File: config.mk
export PLATFORM = sky130hd
export DESIGN_NAME = udp_blob
export DESIGN_NICKNAME = d
export VERILOG_FILES = /design/src/udp_pkg.sv /design/src/client_if.sv /design/src/client_accum.sv /design/src/client_count.sv /design/src/rx_scanner.sv /design/src/tx_framer.sv /design/src/udp_blob.sv /design/src/udp_config.sv
export SDC_FILE = /design/constraint.sdc
export NUM_CORES = 1
export LEC_CHECK = 0
export BUFFER_PORTS_ARGS = -buffer_cell sky130_fd_sc_hd__buf_2
export CAP_MARGIN = 5
export CORE_AREA = 2 2 271 219
export DETAILED_ROUTE_END_ITERATION = 8
export DIE_AREA = 0 0 273 221
export PLACE_DENSITY = 0.48
export SLEW_MARGIN = 20
export SYNTH_ARGS = -nofsm -noshare
export SYNTH_HDL_FRONTEND = slang
export SYNTH_SLANG_ARGS = --single-unit
File: constraint.sdc
create_clock -name clk -period 5.5 [get_ports clk]
set_clock_uncertainty 0.15 [all_clocks]
set_input_delay 1.375 -clock clk [delete_from_list [all_inputs] [get_ports clk]]
set_output_delay 1.375 -clock clk [all_outputs]
set_load 0.005 [all_outputs]
File: src/udp_pkg.sv
// ~~~~~~~~~~~~~~~~~~~~~~~~~~~~~~~~~~~~~~
// fixed frame layout: no preamble, no FCS, no IPv4 options
// PIPE_LAT must stay above OFS_DECIDE, so that a frame is
// judged before its first byte leaves the scanner delay line
// ~~~~~~~~~~~~~~~~~~~~~~~~~~~~~~~~~~~~~~
package udp_pkg;

// stream and address widths
typedef logic [7:0] byte_t;
typedef logic [47:0] mac_t;
typedef logic [31:0] ip_t;
typedef logic [15:0] port_t;
typedef logic [0:0] slot_t;
typedef logic [5:0] offset_t;

// client slots, slot 0 has priority if both ports match
localparam int N_SLOTS = 2;
localparam slot_t SLOT_COUNT = 1'b0;
localparam slot_t SLOT_ACCUM = 1'b1;

// latencies in clk cycles
localparam int PIPE_LAT = 40;
localparam int CLIENT_LAT = 3;

// header is eth 14 + ipv4 20 + udp 8
localparam int HDR_LEN = 42;
localparam int OFS_DMAC = 0;
localparam int OFS_ETYPE = 12;
localparam int OFS_PROTO = 23;
localparam int OFS_DIP = 30;
localparam int OFS_DPORT = 36;
// last header byte that takes part in the decision
localparam int OFS_DECIDE = 37;

// expected field values
localparam byte_t ETYPE_HI = 8'h08;
localparam byte_t ETYPE_LO = 8'h00;
localparam byte_t PROTO_UDP = 8'd17;

// config_s address map: MAC at 0..5, IP at 6..9
localparam int CFG_A_IP = 6;
localparam int CFG_A_END = 10;

// values loaded at reset
localparam mac_t DEF_MAC = 48'h12_55_55_00_01_2d;
localparam ip_t DEF_IP = {8'd192, 8'd168, 8'd7, 8'd4};
localparam port_t DEF_PORT0 = 16'd801;
localparam port_t DEF_PORT1 = 16'd802;

typedef enum logic [1:0] {IDLE, HEADER, FORWARD, DISCARD} scan_state_e;

endpackage
File: src/client_if.sv
// ~~~~~~~~~~~~~~~~~~~~~~~~~~~~~~~~~~~~~~
// payload bytes from the scanner delay line to the clients
// pl_slot is meaningful only while pl_stb is high
// each client answers CLIENT_LAT cycles after its input
// ~~~~~~~~~~~~~~~~~~~~~~~~~~~~~~~~~~~~~~
`timescale 1ns/10ps
interface client_if import udp_pkg::*; ();

// payload stream, driven by the scanner
byte_t pl_data;
logic pl_stb;
// first payload byte of a frame
logic pl_sop;
slot_t pl_slot;

// client results, one byte per slot
byte_t out_count;
byte_t out_accum;

modport scanner (output pl_data, pl_stb, pl_sop, pl_slot);

modport count_client (
	input pl_data, pl_stb, pl_sop, pl_slot,
	output out_count
);

modport accum_client (
	input pl_data, pl_stb, pl_sop, pl_slot,
	output out_accum
);

// framer picks the result by the delayed slot
modport framer (input pl_data, pl_stb, pl_sop, pl_slot, out_count, out_accum);

endinterface

File: src/client_accum.sv
// ~~~~~~~~~~~~~~~~~~~~~~~~~~~~~~~~~~~~~~
// slot 1: running sum of payload bytes, mod 256
// sum includes the current byte, restarts per frame
// ~~~~~~~~~~~~~~~~~~~~~~~~~~~~~~~~~~~~~~
`timescale 1ns/10ps
module client_accum import udp_pkg::*; (
	input logic clk,
	input logic arst_n,
	client_if.accum_client pl
);

// sum of the slot 1 bytes seen so far
byte_t sum;
byte_t new_sum;
logic take;
byte_t pipe [CLIENT_LAT];

assign take = pl.pl_stb && (pl.pl_slot == SLOT_ACCUM);
// sop drops the previous frame's sum
assign new_sum = (pl.pl_sop ? 8'd0 : sum) + pl.pl_data;

always_ff @(posedge clk or negedge arst_n) begin
	if (!arst_n) begin
		sum <= '0;
	end else if (take) begin
		sum <= new_sum;
	end
end

// fixed latency pipeline
always_ff @(posedge clk) begin
	pipe[0] <= new_sum;
	for (int k = 1; k < CLIENT_LAT; k++) begin
		pipe[k] <= pipe[k-1];
	end
end

assign pl.out_accum = pipe[CLIENT_LAT-1];

endmodule

File: src/client_count.sv
// ~~~~~~~~~~~~~~~~~~~~~~~~~~~~~~~~~~~~~~
// slot 0: byte plus payload index, mod 256
// result CLIENT_LAT cycles after the input byte
// ~~~~~~~~~~~~~~~~~~~~~~~~~~~~~~~~~~~~~~
`timescale 1ns/10ps
module client_count import udp_pkg::*; (
	input logic clk,
	input logic arst_n,
	client_if.count_client pl
);

// index of the next payload byte
byte_t idx;
byte_t res;
logic take;
byte_t pipe [CLIENT_LAT];

assign take = pl.pl_stb && (pl.pl_slot == SLOT_COUNT);
// first byte of a frame has index 0
assign res = pl.pl_data + (pl.pl_sop ? 8'd0 : idx);

always_ff @(posedge clk or negedge arst_n) begin
	if (!arst_n) begin
		idx <= '0;
	end else if (take) begin
		idx <= pl.pl_sop ? 8'd1 : idx + 8'd1;
	end
end

// fixed latency pipeline
always_ff @(posedge clk) begin
	pipe[0] <= res;
	for (int k = 1; k < CLIENT_LAT; k++) begin
		pipe[k] <= pipe[k-1];
	end
end

assign pl.out_count = pipe[CLIENT_LAT-1];

endmodule

File: src/rx_scanner.sv
// ~~~~~~~~~~~~~~~~~~~~~~~~~~~~~~~~~~~~~~
// frames need one idle cycle between them
// header checked byte by byte, decision one cycle after OFS_DECIDE
// rx_er after the decision is ignored
// ~~~~~~~~~~~~~~~~~~~~~~~~~~~~~~~~~~~~~~
`timescale 1ns/10ps
module rx_scanner import udp_pkg::*; (
	input logic clk,
	input logic arst_n,
	input byte_t rxd,
	input logic rx_dv,
	input logic rx_er,
	input logic enable_rx,
	input mac_t cfg_mac,
	input ip_t cfg_ip,
	input port_t cfg_port0,
	input port_t cfg_port1,
	client_if.scanner pl,
	output byte_t fwd_data,
	output logic fwd_en,
	output logic fwd_pl,
	output logic accept_stb,
	output logic drop_stb,
	output slot_t accept_slot
);

scan_state_e state;
// byte offset in the frame, holds at HDR_LEN
offset_t ofs;
offset_t mac_ofs, ip_ofs;
byte_t mac_byte, ip_byte;
logic hdr_ok, byte_bad, decide, accept_now;
logic [N_SLOTS-1:0] hit_hi, port_hit;
logic in_fwd, in_pl, pl_prev;

// delay line, stage 0 is the newest byte
byte_t dly_data [PIPE_LAT];
slot_t dly_slot [PIPE_LAT];
logic [PIPE_LAT-1:0] dly_fwd, dly_pl;

always_comb begin
	mac_ofs = ofs - offset_t'(OFS_DMAC);
	ip_ofs = ofs - offset_t'(OFS_DIP);
	// expected config byte for this offset, msb first
	mac_byte = byte_t'(cfg_mac >> {3'd5 - mac_ofs[2:0], 3'b000});
	ip_byte = byte_t'(cfg_ip >> {2'd3 - ip_ofs[1:0], 3'b000});
	byte_bad = rx_er || !enable_rx;
	if (mac_ofs < 6) begin
		byte_bad = byte_bad || (rxd != mac_byte);
	end else if (ofs == OFS_ETYPE) begin
		byte_bad = byte_bad || (rxd != ETYPE_HI);
	end else if (ofs == OFS_ETYPE + 1) begin
		byte_bad = byte_bad || (rxd != ETYPE_LO);
	end else if (ofs == OFS_PROTO) begin
		byte_bad = byte_bad || (rxd != PROTO_UDP);
	end else if (ip_ofs < 4) begin
		byte_bad = byte_bad || (rxd != ip_byte);
	end
	// port low byte is the decide byte itself
	port_hit[0] = hit_hi[0] && (rxd == cfg_port0[7:0]);
	port_hit[1] = hit_hi[1] && (rxd == cfg_port1[7:0]);
	decide = (state == HEADER) && rx_dv && (ofs == OFS_DECIDE);
	accept_now = decide && hdr_ok && !byte_bad && (port_hit != '0);
	in_fwd = rx_dv && ((state == FORWARD) || accept_now);
	in_pl = rx_dv && (ofs == HDR_LEN);
end

always_ff @(posedge clk or negedge arst_n) begin
	if (!arst_n) begin
		state <= IDLE;
		ofs <= '0;
		hdr_ok <= 1'b0;
		hit_hi <= '0;
		accept_stb <= 1'b0;
		drop_stb <= 1'b0;
		accept_slot <= SLOT_COUNT;
	end else begin
		accept_stb <= 1'b0;
		drop_stb <= 1'b0;
		if (ofs == OFS_DPORT) begin
			hit_hi[0] <= (rxd == cfg_port0[15:8]);
			hit_hi[1] <= (rxd == cfg_port1[15:8]);
		end
		case (state)
			IDLE: begin
				if (rx_dv) begin
					state <= HEADER;
					ofs <= ofs + 1'b1;
					hdr_ok <= !byte_bad;
				end
			end
			HEADER: begin
				if (!rx_dv) begin
					// frame too short to judge
					state <= IDLE;
					ofs <= '0;
					drop_stb <= 1'b1;
				end else begin
					ofs <= ofs + 1'b1;
					hdr_ok <= hdr_ok && !byte_bad;
					if (decide) begin
						state <= accept_now ? FORWARD : DISCARD;
						accept_stb <= accept_now;
						drop_stb <= !accept_now;
						if (accept_now) begin
							accept_slot <= port_hit[0] ? SLOT_COUNT : SLOT_ACCUM;
						end
					end
				end
			end
			default: begin
				if (!rx_dv) begin
					state <= IDLE;
					ofs <= '0;
				end else if (ofs != HDR_LEN) begin
					ofs <= ofs + 1'b1;
				end
			end
		endcase
	end
end

// per-byte flags ride along with the data
always_ff @(posedge clk or negedge arst_n) begin
	if (!arst_n) begin
		dly_fwd <= '0;
		dly_pl <= '0;
		pl_prev <= 1'b0;
	end else begin
		dly_fwd[0] <= in_fwd;
		dly_pl[0] <= in_pl;
		for (int k = 1; k < PIPE_LAT; k++) begin
			// an accept marks the header bytes already queued for this frame
			dly_fwd[k] <= dly_fwd[k-1] || (accept_now && (k <= OFS_DECIDE));
			dly_pl[k] <= dly_pl[k-1];
		end
		pl_prev <= fwd_en && fwd_pl;
	end
end

// payload bytes enter after the decision, so accept_slot is already set
always_ff @(posedge clk) begin
	dly_data[0] <= rxd;
	dly_slot[0] <= accept_slot;
	for (int k = 1; k < PIPE_LAT; k++) begin
		dly_data[k] <= dly_data[k-1];
		dly_slot[k] <= dly_slot[k-1];
	end
end

assign fwd_data = dly_data[PIPE_LAT-1];
assign fwd_en = dly_fwd[PIPE_LAT-1];
assign fwd_pl = dly_pl[PIPE_LAT-1];

// client stream, accepted payload only
assign pl.pl_data = fwd_data;
assign pl.pl_stb = fwd_en && fwd_pl;
assign pl.pl_sop = fwd_en && fwd_pl && !pl_prev;
assign pl.pl_slot = dly_slot[PIPE_LAT-1];

endmodule

File: src/tx_framer.sv
// ~~~~~~~~~~~~~~~~~~~~~~~~~~~~~~~~~~~~~~
// header bytes pass through, payload comes from the client
// bound to the frame's slot
// ~~~~~~~~~~~~~~~~~~~~~~~~~~~~~~~~~~~~~~
`timescale 1ns/10ps
module tx_framer import udp_pkg::*; (
	input logic clk,
	input logic arst_n,
	client_if.framer pl,
	input byte_t fwd_data,
	input logic fwd_en,
	input logic fwd_pl,
	output byte_t txd,
	output logic tx_en
);

// forward stream delayed to line up with the clients
byte_t d_data [CLIENT_LAT];
slot_t d_slot [CLIENT_LAT];
logic [CLIENT_LAT-1:0] d_en, d_pl;

// client results indexed by slot
byte_t client_out [N_SLOTS];

assign client_out[SLOT_COUNT] = pl.out_count;
assign client_out[SLOT_ACCUM] = pl.out_accum;

always_ff @(posedge clk or negedge arst_n) begin
	if (!arst_n) begin
		d_en <= '0;
		d_pl <= '0;
	end else begin
		d_en <= {d_en[CLIENT_LAT-2:0], fwd_en};
		d_pl <= {d_pl[CLIENT_LAT-2:0], fwd_pl};
	end
end

// data and slot delay line
always_ff @(posedge clk) begin
	d_data[0] <= fwd_data;
	d_slot[0] <= pl.pl_slot;
	for (int k = 1; k < CLIENT_LAT; k++) begin
		d_data[k] <= d_data[k-1];
		d_slot[k] <= d_slot[k-1];
	end
end

// byte mux
assign txd = d_pl[CLIENT_LAT-1] ? client_out[d_slot[CLIENT_LAT-1]] : d_data[CLIENT_LAT-1];
assign tx_en = d_en[CLIENT_LAT-1];

endmodule

File: src/udp_blob.sv
// ~~~~~~~~~~~~~~~~~~~~~~~~~~~~~~~~~~~~~~
// single clock, no CDC, no back-pressure
// accepted frame leaves PIPE_LAT + CLIENT_LAT cycles after rx
// tx_er is always low
// ~~~~~~~~~~~~~~~~~~~~~~~~~~~~~~~~~~~~~~
`timescale 1ns/10ps
module udp_blob import udp_pkg::*; (
	input logic clk,
	input logic arst_n,
	// GMII style rx
	input byte_t rxd,
	input logic rx_dv,
	input logic rx_er,
	input logic enable_rx,
	// configuration
	input logic [3:0] config_a,
	input byte_t config_d,
	input logic config_s,
	input logic config_p,
	// GMII style tx
	output byte_t txd,
	output logic tx_en,
	output logic tx_er,
	// frame decision
	output logic accept_stb,
	output logic drop_stb,
	output slot_t accept_slot
);

mac_t cfg_mac;
ip_t cfg_ip;
port_t cfg_port0, cfg_port1;
byte_t fwd_data;
logic fwd_en, fwd_pl;

client_if pl_bus ();

udp_config config_regs (
	.clk(clk), .arst_n(arst_n),
	.config_a(config_a), .config_d(config_d),
	.config_s(config_s), .config_p(config_p),
	.cfg_mac(cfg_mac), .cfg_ip(cfg_ip),
	.cfg_port0(cfg_port0), .cfg_port1(cfg_port1)
);

rx_scanner scanner (
	.clk(clk), .arst_n(arst_n),
	.rxd(rxd), .rx_dv(rx_dv), .rx_er(rx_er), .enable_rx(enable_rx),
	.cfg_mac(cfg_mac), .cfg_ip(cfg_ip),
	.cfg_port0(cfg_port0), .cfg_port1(cfg_port1),
	.pl(pl_bus.scanner),
	.fwd_data(fwd_data), .fwd_en(fwd_en), .fwd_pl(fwd_pl),
	.accept_stb(accept_stb), .drop_stb(drop_stb), .accept_slot(accept_slot)
);

// slot 0 and slot 1 clients
client_count count (.clk(clk), .arst_n(arst_n), .pl(pl_bus.count_client));
client_accum accum (.clk(clk), .arst_n(arst_n), .pl(pl_bus.accum_client));

tx_framer framer (
	.clk(clk), .arst_n(arst_n),
	.pl(pl_bus.framer),
	.fwd_data(fwd_data), .fwd_en(fwd_en), .fwd_pl(fwd_pl),
	.txd(txd), .tx_en(tx_en)
);

assign tx_er = 1'b0;

endmodule

File: src/udp_config.sv
// ~~~~~~~~~~~~~~~~~~~~~~~~~~~~~~~~~~~~~~
// one byte per write strobe, new value visible next cycle
// undefined addresses are ignored
// ~~~~~~~~~~~~~~~~~~~~~~~~~~~~~~~~~~~~~~
`timescale 1ns/10ps
module udp_config import udp_pkg::*; (
	input logic clk,
	input logic arst_n,
	input logic [3:0] config_a,
	input byte_t config_d,
	// MAC/IP address write
	input logic config_s,
	// UDP port number write
	input logic config_p,
	output mac_t cfg_mac,
	output ip_t cfg_ip,
	output port_t cfg_port0,
	output port_t cfg_port1
);

logic mac_wr, ip_wr, port_wr;

// address decode
assign mac_wr = config_s && (config_a < CFG_A_IP);
assign ip_wr = config_s && (config_a >= CFG_A_IP) && (config_a < CFG_A_END);
// port writes only use a[1:0], upper bits must be zero
assign port_wr = config_p && (config_a[3:2] == 2'b00);

always_ff @(posedge clk or negedge arst_n) begin
	if (!arst_n) begin
		cfg_mac <= DEF_MAC;
		cfg_ip <= DEF_IP;
		cfg_port0 <= DEF_PORT0;
		cfg_port1 <= DEF_PORT1;
	end else begin
		// lowest address is the most significant byte
		if (mac_wr) begin
			cfg_mac[8 * (CFG_A_IP - 1 - config_a) +: 8] <= config_d;
		end
		if (ip_wr) begin
			cfg_ip[8 * (CFG_A_END - 1 - config_a) +: 8] <= config_d;
		end
		if (port_wr) begin
			// a[1] picks the slot, a[0] the low byte
			case (config_a[1:0])
				2'b00: cfg_port0[15:8] <= config_d;
				2'b01: cfg_port0[7:0] <= config_d;
				2'b10: cfg_port1[15:8] <= config_d;
				default: cfg_port1[7:0] <= config_d;
			endcase
		end
	end
end

endmodule

==> results_dict.tcl, run 1 <==
set metrics [dict create \
    status "finished clean" \
    synth-edff-count 0 \
    postRouteAntennaNets 0 \
    htreeDepth 2 \
    synthDistinctLibCells 61 \
    n_antenna_cell 0 \
    yosys-top-cells-count "dfxtp_1, dfrtp_1, nand2_1" \
    rr_endpoint "scanner.accept_slot$_DFFE_PN0P_" \
    slowest_delay_ns 0.62 \
    end_kind "register" \
    avgSynthCellArea_sq_um 13.7 \
    synth-seq-cells 664 \
    cp_data_arrival_time_ns 4.83 \
    placed_cells 2211 \
    numPortBuffers 38 \
    grt_usage 0.116 \
    peakVddDrop_v 0.000233 \
    min_from "scanner.dly_data[10][7]$_DFF_P_" \
    rsz0062_at_grt "false" \
    globalplace.congestion 0.771 \
    synth-warning-count 0 \
    post_cts_resized 0 \
    hold_slack_ns 0.158 \
    gr-total-overflow 0 \
    post_cts_buffers 0 \
    cts_sinks 664 \
    io_pins 40 \
    hold_viol 0 \
    slew_headroom 0.361 \
    start_util 0.346 \
    yosysMostFrequentCell "dfxtp_1" \
    p_per_area_nw_per_um2 431 \
    synth_top_area_cell "dfxtp_1" \
    dr.pass1.iters 4 \
    start_kind "primary input" \
    finalPower_uw 9950 \
    regToRegSetupSlack_ns 1.60 \
    ctsHoldBuffers 0 \
    timing.rr.start "scanner.ofs[0]$_DFFE_PN0P_" \
    ff2ff_path_depth 7 \
    fin_crit_ns 4.51 \
    synthesis.instances 1455 \
    vias_per_cell 4.37 \
    clockRootBuffer "clkbuf_16" \
    hp-class "register to register" \
    core_area_sq_um 57700 \
    die_area_sq_um 60300 \
    vias 10200 \
    yosys-top-cells-area "dfxtp_1, dfrtp_1, dfstp_2" \
    crit_chain "buf_2 > inv_1 > ha_1 > xnor2_1 > nand3b_1 > nand2b_1 > ha_1 > nor4b_1 > nand4_1 > or3b_2 > or3b_2 > nand2_1 > o21ai_0" \
    crit_buf_inv 2 \
    fin_cells 2324 \
    synth_ff_type "dfxtp_1" \
    min_path_cells 0 \
    grt_pass1_wl_microns 56100 \
    dp_hpwl_microns 20800 \
    critical_path_required_ns 5.82 \
    min_to "scanner.dly_data[11][7]$_DFF_P_" \
    core.rowCount 79 \
    path_max_fanout 16 \
    crit_family "simple AND/OR/NAND/NOR gates" \
    cts_buffers 61 \
    max_cap_violations 0 \
    antenna_found_initial 0 \
    slowest_stage "or3b_2" \
    worst_slew_pin_slew_ns 0.958 \
    worstSetupPathType "primary input to register" \
    p_leak_uw 0.0103 \
    syn_nets 1528 \
    die_h_microns 221 \
    final.setup.tns_ns 0 \
    fmax_mhz 222 \
    wl_per_cell_microns 14.6 \
    netlist.area_leader.share 0.436 \
    clk_latency_ns 0.61 \
    clk_path_buf_depth 3 \
    netlist_area_sq_um 20000 \
    drv_slew 0 \
    area_growth_pct 15.7 \
    grt_max_degree 125 \
    drt_wl_total_microns 34000 \
    drtIter0Drc 476 \
    drive_above_1_share 0.169 \
    grt_pass1_vias 10300 \
    setup_violations 0 \
    yosysSeqAreaShare 0.725 \
    clk_pin_slew_ns 0.06 \
    async_reset_ff_frac 0.345 \
    final_nets 1578 \
    min_period_over_period 0.820 \
    die_x_microns 273 \
    cts_tree "done" \
    drc_errors 0 \
]
-- sequential cells by signal (all words and copies together) (netlist names), 2 cells and up --
register               cells
config_regs.cfg_mac       48
scanner.hit_hi             2
scanner.state              2
framer.d_slot              3
scanner.ofs                6
count.pipe                24
scanner.dly_pl            40
config_regs.cfg_port1     16
config_regs.cfg_ip        32
framer.d_data             24
config_regs.cfg_port0     16
accum.sum                  8
count.idx                  8
accum.pipe                24
scanner.dly_fwd           40
scanner.dly_slot          40
framer.d_pl                3
framer.d_en                3
scanner.dly_data         320
-- cell type report --
class / count / area (sq um)
clock buffer: 84 / 1760
inverter: 39 / 146
tap: 769 / 962
fill: 5425 / 34600
sequential: 664 / 14500
timing repair buffer: 45 / 265
clock inverter: 29 / 392
multi-input combinational: 694 / 5100
-- worst max path at each step --
stage	startpoint	to	slack, ns	cells past startpoint
after floorplan	config_a[1]	config_regs.cfg_ip[24]$_DFFE_PN0P_	0.87	14
final	config_a[1]	config_regs.cfg_ip[28]$_DFFE_PN0P_	0.99	13
after CTS	config_a[1]	config_regs.cfg_ip[24]$_DFFE_PN0P_	1.05	13
after global routing	config_a[1]	config_regs.cfg_ip[17]$_DFFE_PN0P_	0.69	13
after detailed placement	config_a[1]	config_regs.cfg_ip[24]$_DFFE_PN0P_	0.40	13
after global placement	config_a[1]	config_regs.cfg_ip[25]$_DFFE_PN0P_	0.58	13
-- power by group --
group / internal [uW] / switching [uW]
Clock: 2580 / 1790
Combinational: 183 / 250
Sequential: 5060 / 86.0
Total: 7820 / 2120
-- through the flow --
step | worst slack [ns] | instance area, sq um | utilization
after global placement | 0.582 | 21000 | 0.363
final | 0.991 | 23100 | 0.400
after global routing | 0.686 | 23100 | 0.400
after floorplan | 0.865 | 20000 | -
after CTS | 1.05 | 23100 | 0.400
after detailed placement | 0.398 | 21000 | 0.363
-- kinds of logic after synthesis --
| family | share of synthesized area |
|---|---|
| flops | 0.725 |
| simple gates | 0.0831 |
| compound gates | 0.0357 |
| mux | 0.0700 |
| buf+inv | 0.0197 |
| xor+xnor | 0.0368 |
| fa+ha+maj | 0.0296 |
| other cells | 0.000188 |
-- metal layers --
layer	vias up	routed length [microns]	global-route usage
met1	5011	16500	0.159
li1	4934	-	-
met3	68	1470	0.0272
met5	-	0	0
met2	139	15100	0.180
met4	0	867	0.0428
-- worst register-to-register path, delay by kind of cell, from the launching register on --
family / cells / cell delay, ns
compound gates: 2 / 0.47
xor+xnor: 1 / 0.17
simple gates: 2 / 1.33
mux: 2 / 0.87
flops: 1 / 0.78
-- placed cells by master, fill, tap and decap left out, drive strengths merged, types with 6 or more instances in the layout --
| cell | Yosys | layout |
|---|---|---|
| nand4 | 21 | 21 |
| xor2 | 38 | 38 |
| bufinv | 0 | 7 |
| mux4 | 8 | 8 |
| dfrtp | 197 | 197 |
| nor3 | 14 | 14 |
| nor2 | 49 | 49 |
| nand3 | 22 | 22 |
| ha | 44 | 44 |
| clkinv | 0 | 13 |
| a31oi | 7 | 7 |
| buf | 24 | 45 |
| nor4 | 9 | 9 |
| mux2 | 71 | 71 |
| dfstp | 32 | 32 |
| o21ai | 53 | 53 |
| nand2b | 50 | 50 |
| mux2i | 41 | 41 |
| nor2b | 9 | 9 |
| a21o | 7 | 7 |
| nand2 | 102 | 102 |
| inv | 39 | 42 |
| xnor2 | 45 | 45 |
| a21oi | 27 | 27 |
| dfxtp | 435 | 435 |
| clkinvlp | 0 | 6 |
| clkbuf | 34 | 84 |
| and2 | 18 | 18 |
Power figures use the tool's default switching activity.
==> run 2, diff against run 1 <==
--- a/config.mk
+++ b/config.mk
@@ -10,7 +10,7 @@
 export CORE_AREA = 2 2 271 219
 export DETAILED_ROUTE_END_ITERATION = 8
 export DIE_AREA = 0 0 273 221
-export PLACE_DENSITY = 0.48
+export PLACE_DENSITY = 0.5
 export SLEW_MARGIN = 20
 export SYNTH_ARGS = -nofsm -noshare
 export SYNTH_HDL_FRONTEND = slang
==> constraint.sdc (replaced) <==
create_clock -name clk -period 3.7 [get_ports clk]
set_clock_uncertainty 0.15 [all_clocks]
set_input_delay 0.925 -clock clk [delete_from_list [all_inputs] [get_ports clk]]
set_output_delay 0.925 -clock clk [all_outputs]
set_load 0.005 [all_outputs]
==> run 2 against run 1 <==
- via count rose by 0.36%
- register-to-register slack got worse by 1.3 ns
- core utilization rose by 1.0 points
- non-clock buffer count rose by 41
- hold slack got worse by 0.031 ns
- critical path depth fell by 4
- combinational power rose by 63%
- worst setup slack got worse by 0.64 ns
- count of clock-buffer cells in the layout rose by 4
- global-route usage rose by 0.31 points
- critical path type is now register to register
- largest cell class unchanged
==> results_dict.tcl, run 2 (synthesis gave the netlist of run 1 again) <==
set metrics [dict create \
    path_max_fanout 38 \
    cp-endpoint "scanner.dly_fwd[3]$_DFF_PN0_" \
    fmax_mhz 298 \
    die_h_microns 221 \
    final_common_cell "dfxtp_1" \
    rsz0062_at_grt "false" \
    fillers 5354 \
    drive_above_1_share 0.199 \
    numPortBuffers 38 \
    ff2ff_path_depth 9 \
    slowest_stage "dfrtp_1" \
    crit_buf_inv 2 \
    peakVddDrop_v 0.000397 \
    multi_input_area_sq_um 5190 \
    max_cap_violations 0 \
    drv_slew 0 \
    fin_util 0.411 \
    route.met2.wl_microns 15700 \
    core_area_sq_um 57700 \
    dr.pass1.iters 5 \
    critical_path_required_ns 4.08 \
    rr_endpoint "scanner.dly_fwd[3]$_DFF_PN0_" \
    p_leak_uw 0.0107 \
    cts_sinks 664 \
    dpl-instance-area_sq_um 21400 \
    slew_headroom 0.511 \
    place_ws_ns -0.176 \
    ctsHoldBuffers 0 \
    area_growth_pct 18.7 \
    p_int_uw 12100 \
    p_sw_frac 0.208 \
    worstSetupPathType "register to register" \
    clock_power_share 0.453 \
    finalPower_uw 15300 \
    timing.rr.start "scanner.ofs[0]$_DFFE_PN0P_" \
    clk_latency_ns 0.63 \
    post_cts_resized 0 \
    cts_buffers 60 \
    critical_path.startpoint "scanner.ofs[0]$_DFFE_PN0P_" \
    die_x_microns 273 \
    clockRootBuffer "clkbuf_16" \
    fin_crit_ns 3.35 \
    clk_pin_slew_ns 0.06 \
    p_comb_frac 0.046 \
    wl_per_cell_microns 14.7 \
    drtIter0Drc 475 \
    htreeDepth 2 \
    min_period_over_period 0.906 \
    final_area_sq_um 23700 \
    grt_pass1_wl_microns 57100 \
    cp.depth 9 \
    most-common-layout-cells "dfxtp_1, dfrtp_1, nand2_1" \
    largest_reg_flops 320 \
    drt-met1-wl_microns 16900 \
    largest_register "scanner.dly_data" \
    drc_errors 0 \
    globalplace.congestion 0.767 \
    dr_wl_met3_microns 1360 \
    postRouteAntennaNets 0 \
    clk_path_buf_depth 3 \
    final_nets 1618 \
    dp_hpwl_microns 22100 \
    cts_tree "done" \
    grt_pass1_vias 10500 \
    die_area_sq_um 60300 \
    grt_max_degree 67 \
    vias_per_cell 4.31 \
    p_seq_frac 0.501 \
    post_cts_buffers 0 \
    status "finished clean" \
    gr-total-overflow 0 \
    worst_slew_pin_slew_ns 0.727 \
    slowest_delay_ns 0.56 \
    cp_data_arrival_time_ns 3.73 \
    crit_chain "buf_4 > mux4_2 > xor2_1 > nor4_2 > a221o_1 > o2111ai_1 > or3_4 > buf_12 > nand2b_1" \
    setup_violations 0 \
    p_sw_uw 3180 \
    core.rowCount 79 \
    final.setup.tns_ns 0 \
    crit_family "simple AND/OR/NAND/NOR gates" \
    start_util 0.346 \
    drt_wl_total_microns 34900 \
    antenna_found_initial 1 \
    end_kind "register" \
    regToRegSetupSlack_ns 0.35 \
    vias 10200 \
    grt_usage 0.119 \
    start_kind "register" \
    io_pins 40 \
    top_regs "scanner.dly_data x320, config_regs.cfg_mac x48" \
    highest_layer "met4" \
    hold_viol 0 \
    fin_ws_ns 0.347 \
    hp-class "primary input to async pin" \
    regArea_sq_um 14500 \
    p_per_area_nw_per_um2 644 \
]
-- run 2: worst min-delay path by stage --
stage	slack [ns]	endpoint	startpoint	depth (start not counted)
6_report	0.13	scanner.dly_fwd[4]$_DFF_PN0_	arst_n	1
5_1_grt	0.12	scanner.dly_fwd[8]$_DFF_PN0_	arst_n	1
4_1_cts	0.09	scanner.dly_fwd[4]$_DFF_PN0_	arst_n	1
3_5_place_dp	0.16	accum.pipe[0][22]$_DFF_P_	accum.pipe[0][14]$_DFF_P_	0
3_3_place_gp	0.16	scanner.dly_data[29][0]$_DFF_P_	scanner.dly_data[28][0]$_DFF_P_	0
2_1_floorplan	0.16	accum.pipe[0][10]$_DFF_P_	accum.pipe[0][2]$_DFF_P_	0
-- run 2: metrics by stage --
step | hold slack, ns | cells
final | 0.126 | 2366
after global routing | 0.120 | 2366
after CTS | 0.0915 | 2365
after detailed placement | 0.162 | 2252
after global placement | 0.160 | 2252
after floorplan | 0.160 | 1455
-- run 2: power groups by stage --
stage	Clock (uW)	Combinational, uW	Sequential, uW
2_1_floorplan	0	465	7750
3_3_place_gp	0	703	7790
3_5_place_dp	0	710	7800
4_1_cts	7160	715	7650
5_1_grt	7460	785	7670
6_report	6920	706	7640
-- run 2: area by class of cell --
cell class	count	share of cell area
sequential	664	0.611
multi-input combinational	694	0.219
clock buffer	88	0.0781
tap	769	0.0406
timing repair buffer	86	0.0258
clock inverter	25	0.0192
inverter	39	0.00634
antenna	1	0.000106
-- run 2: layer usage --
| metal | up-vias | GRT usage |
|---|---|---|
| li1 | 5012 | - |
| met1 | 4956 | 0.163 |
| met2 | 149 | 0.186 |
| met3 | 72 | 0.0255 |
| met4 | 0 | 0.0464 |
| met5 | - | 0 |
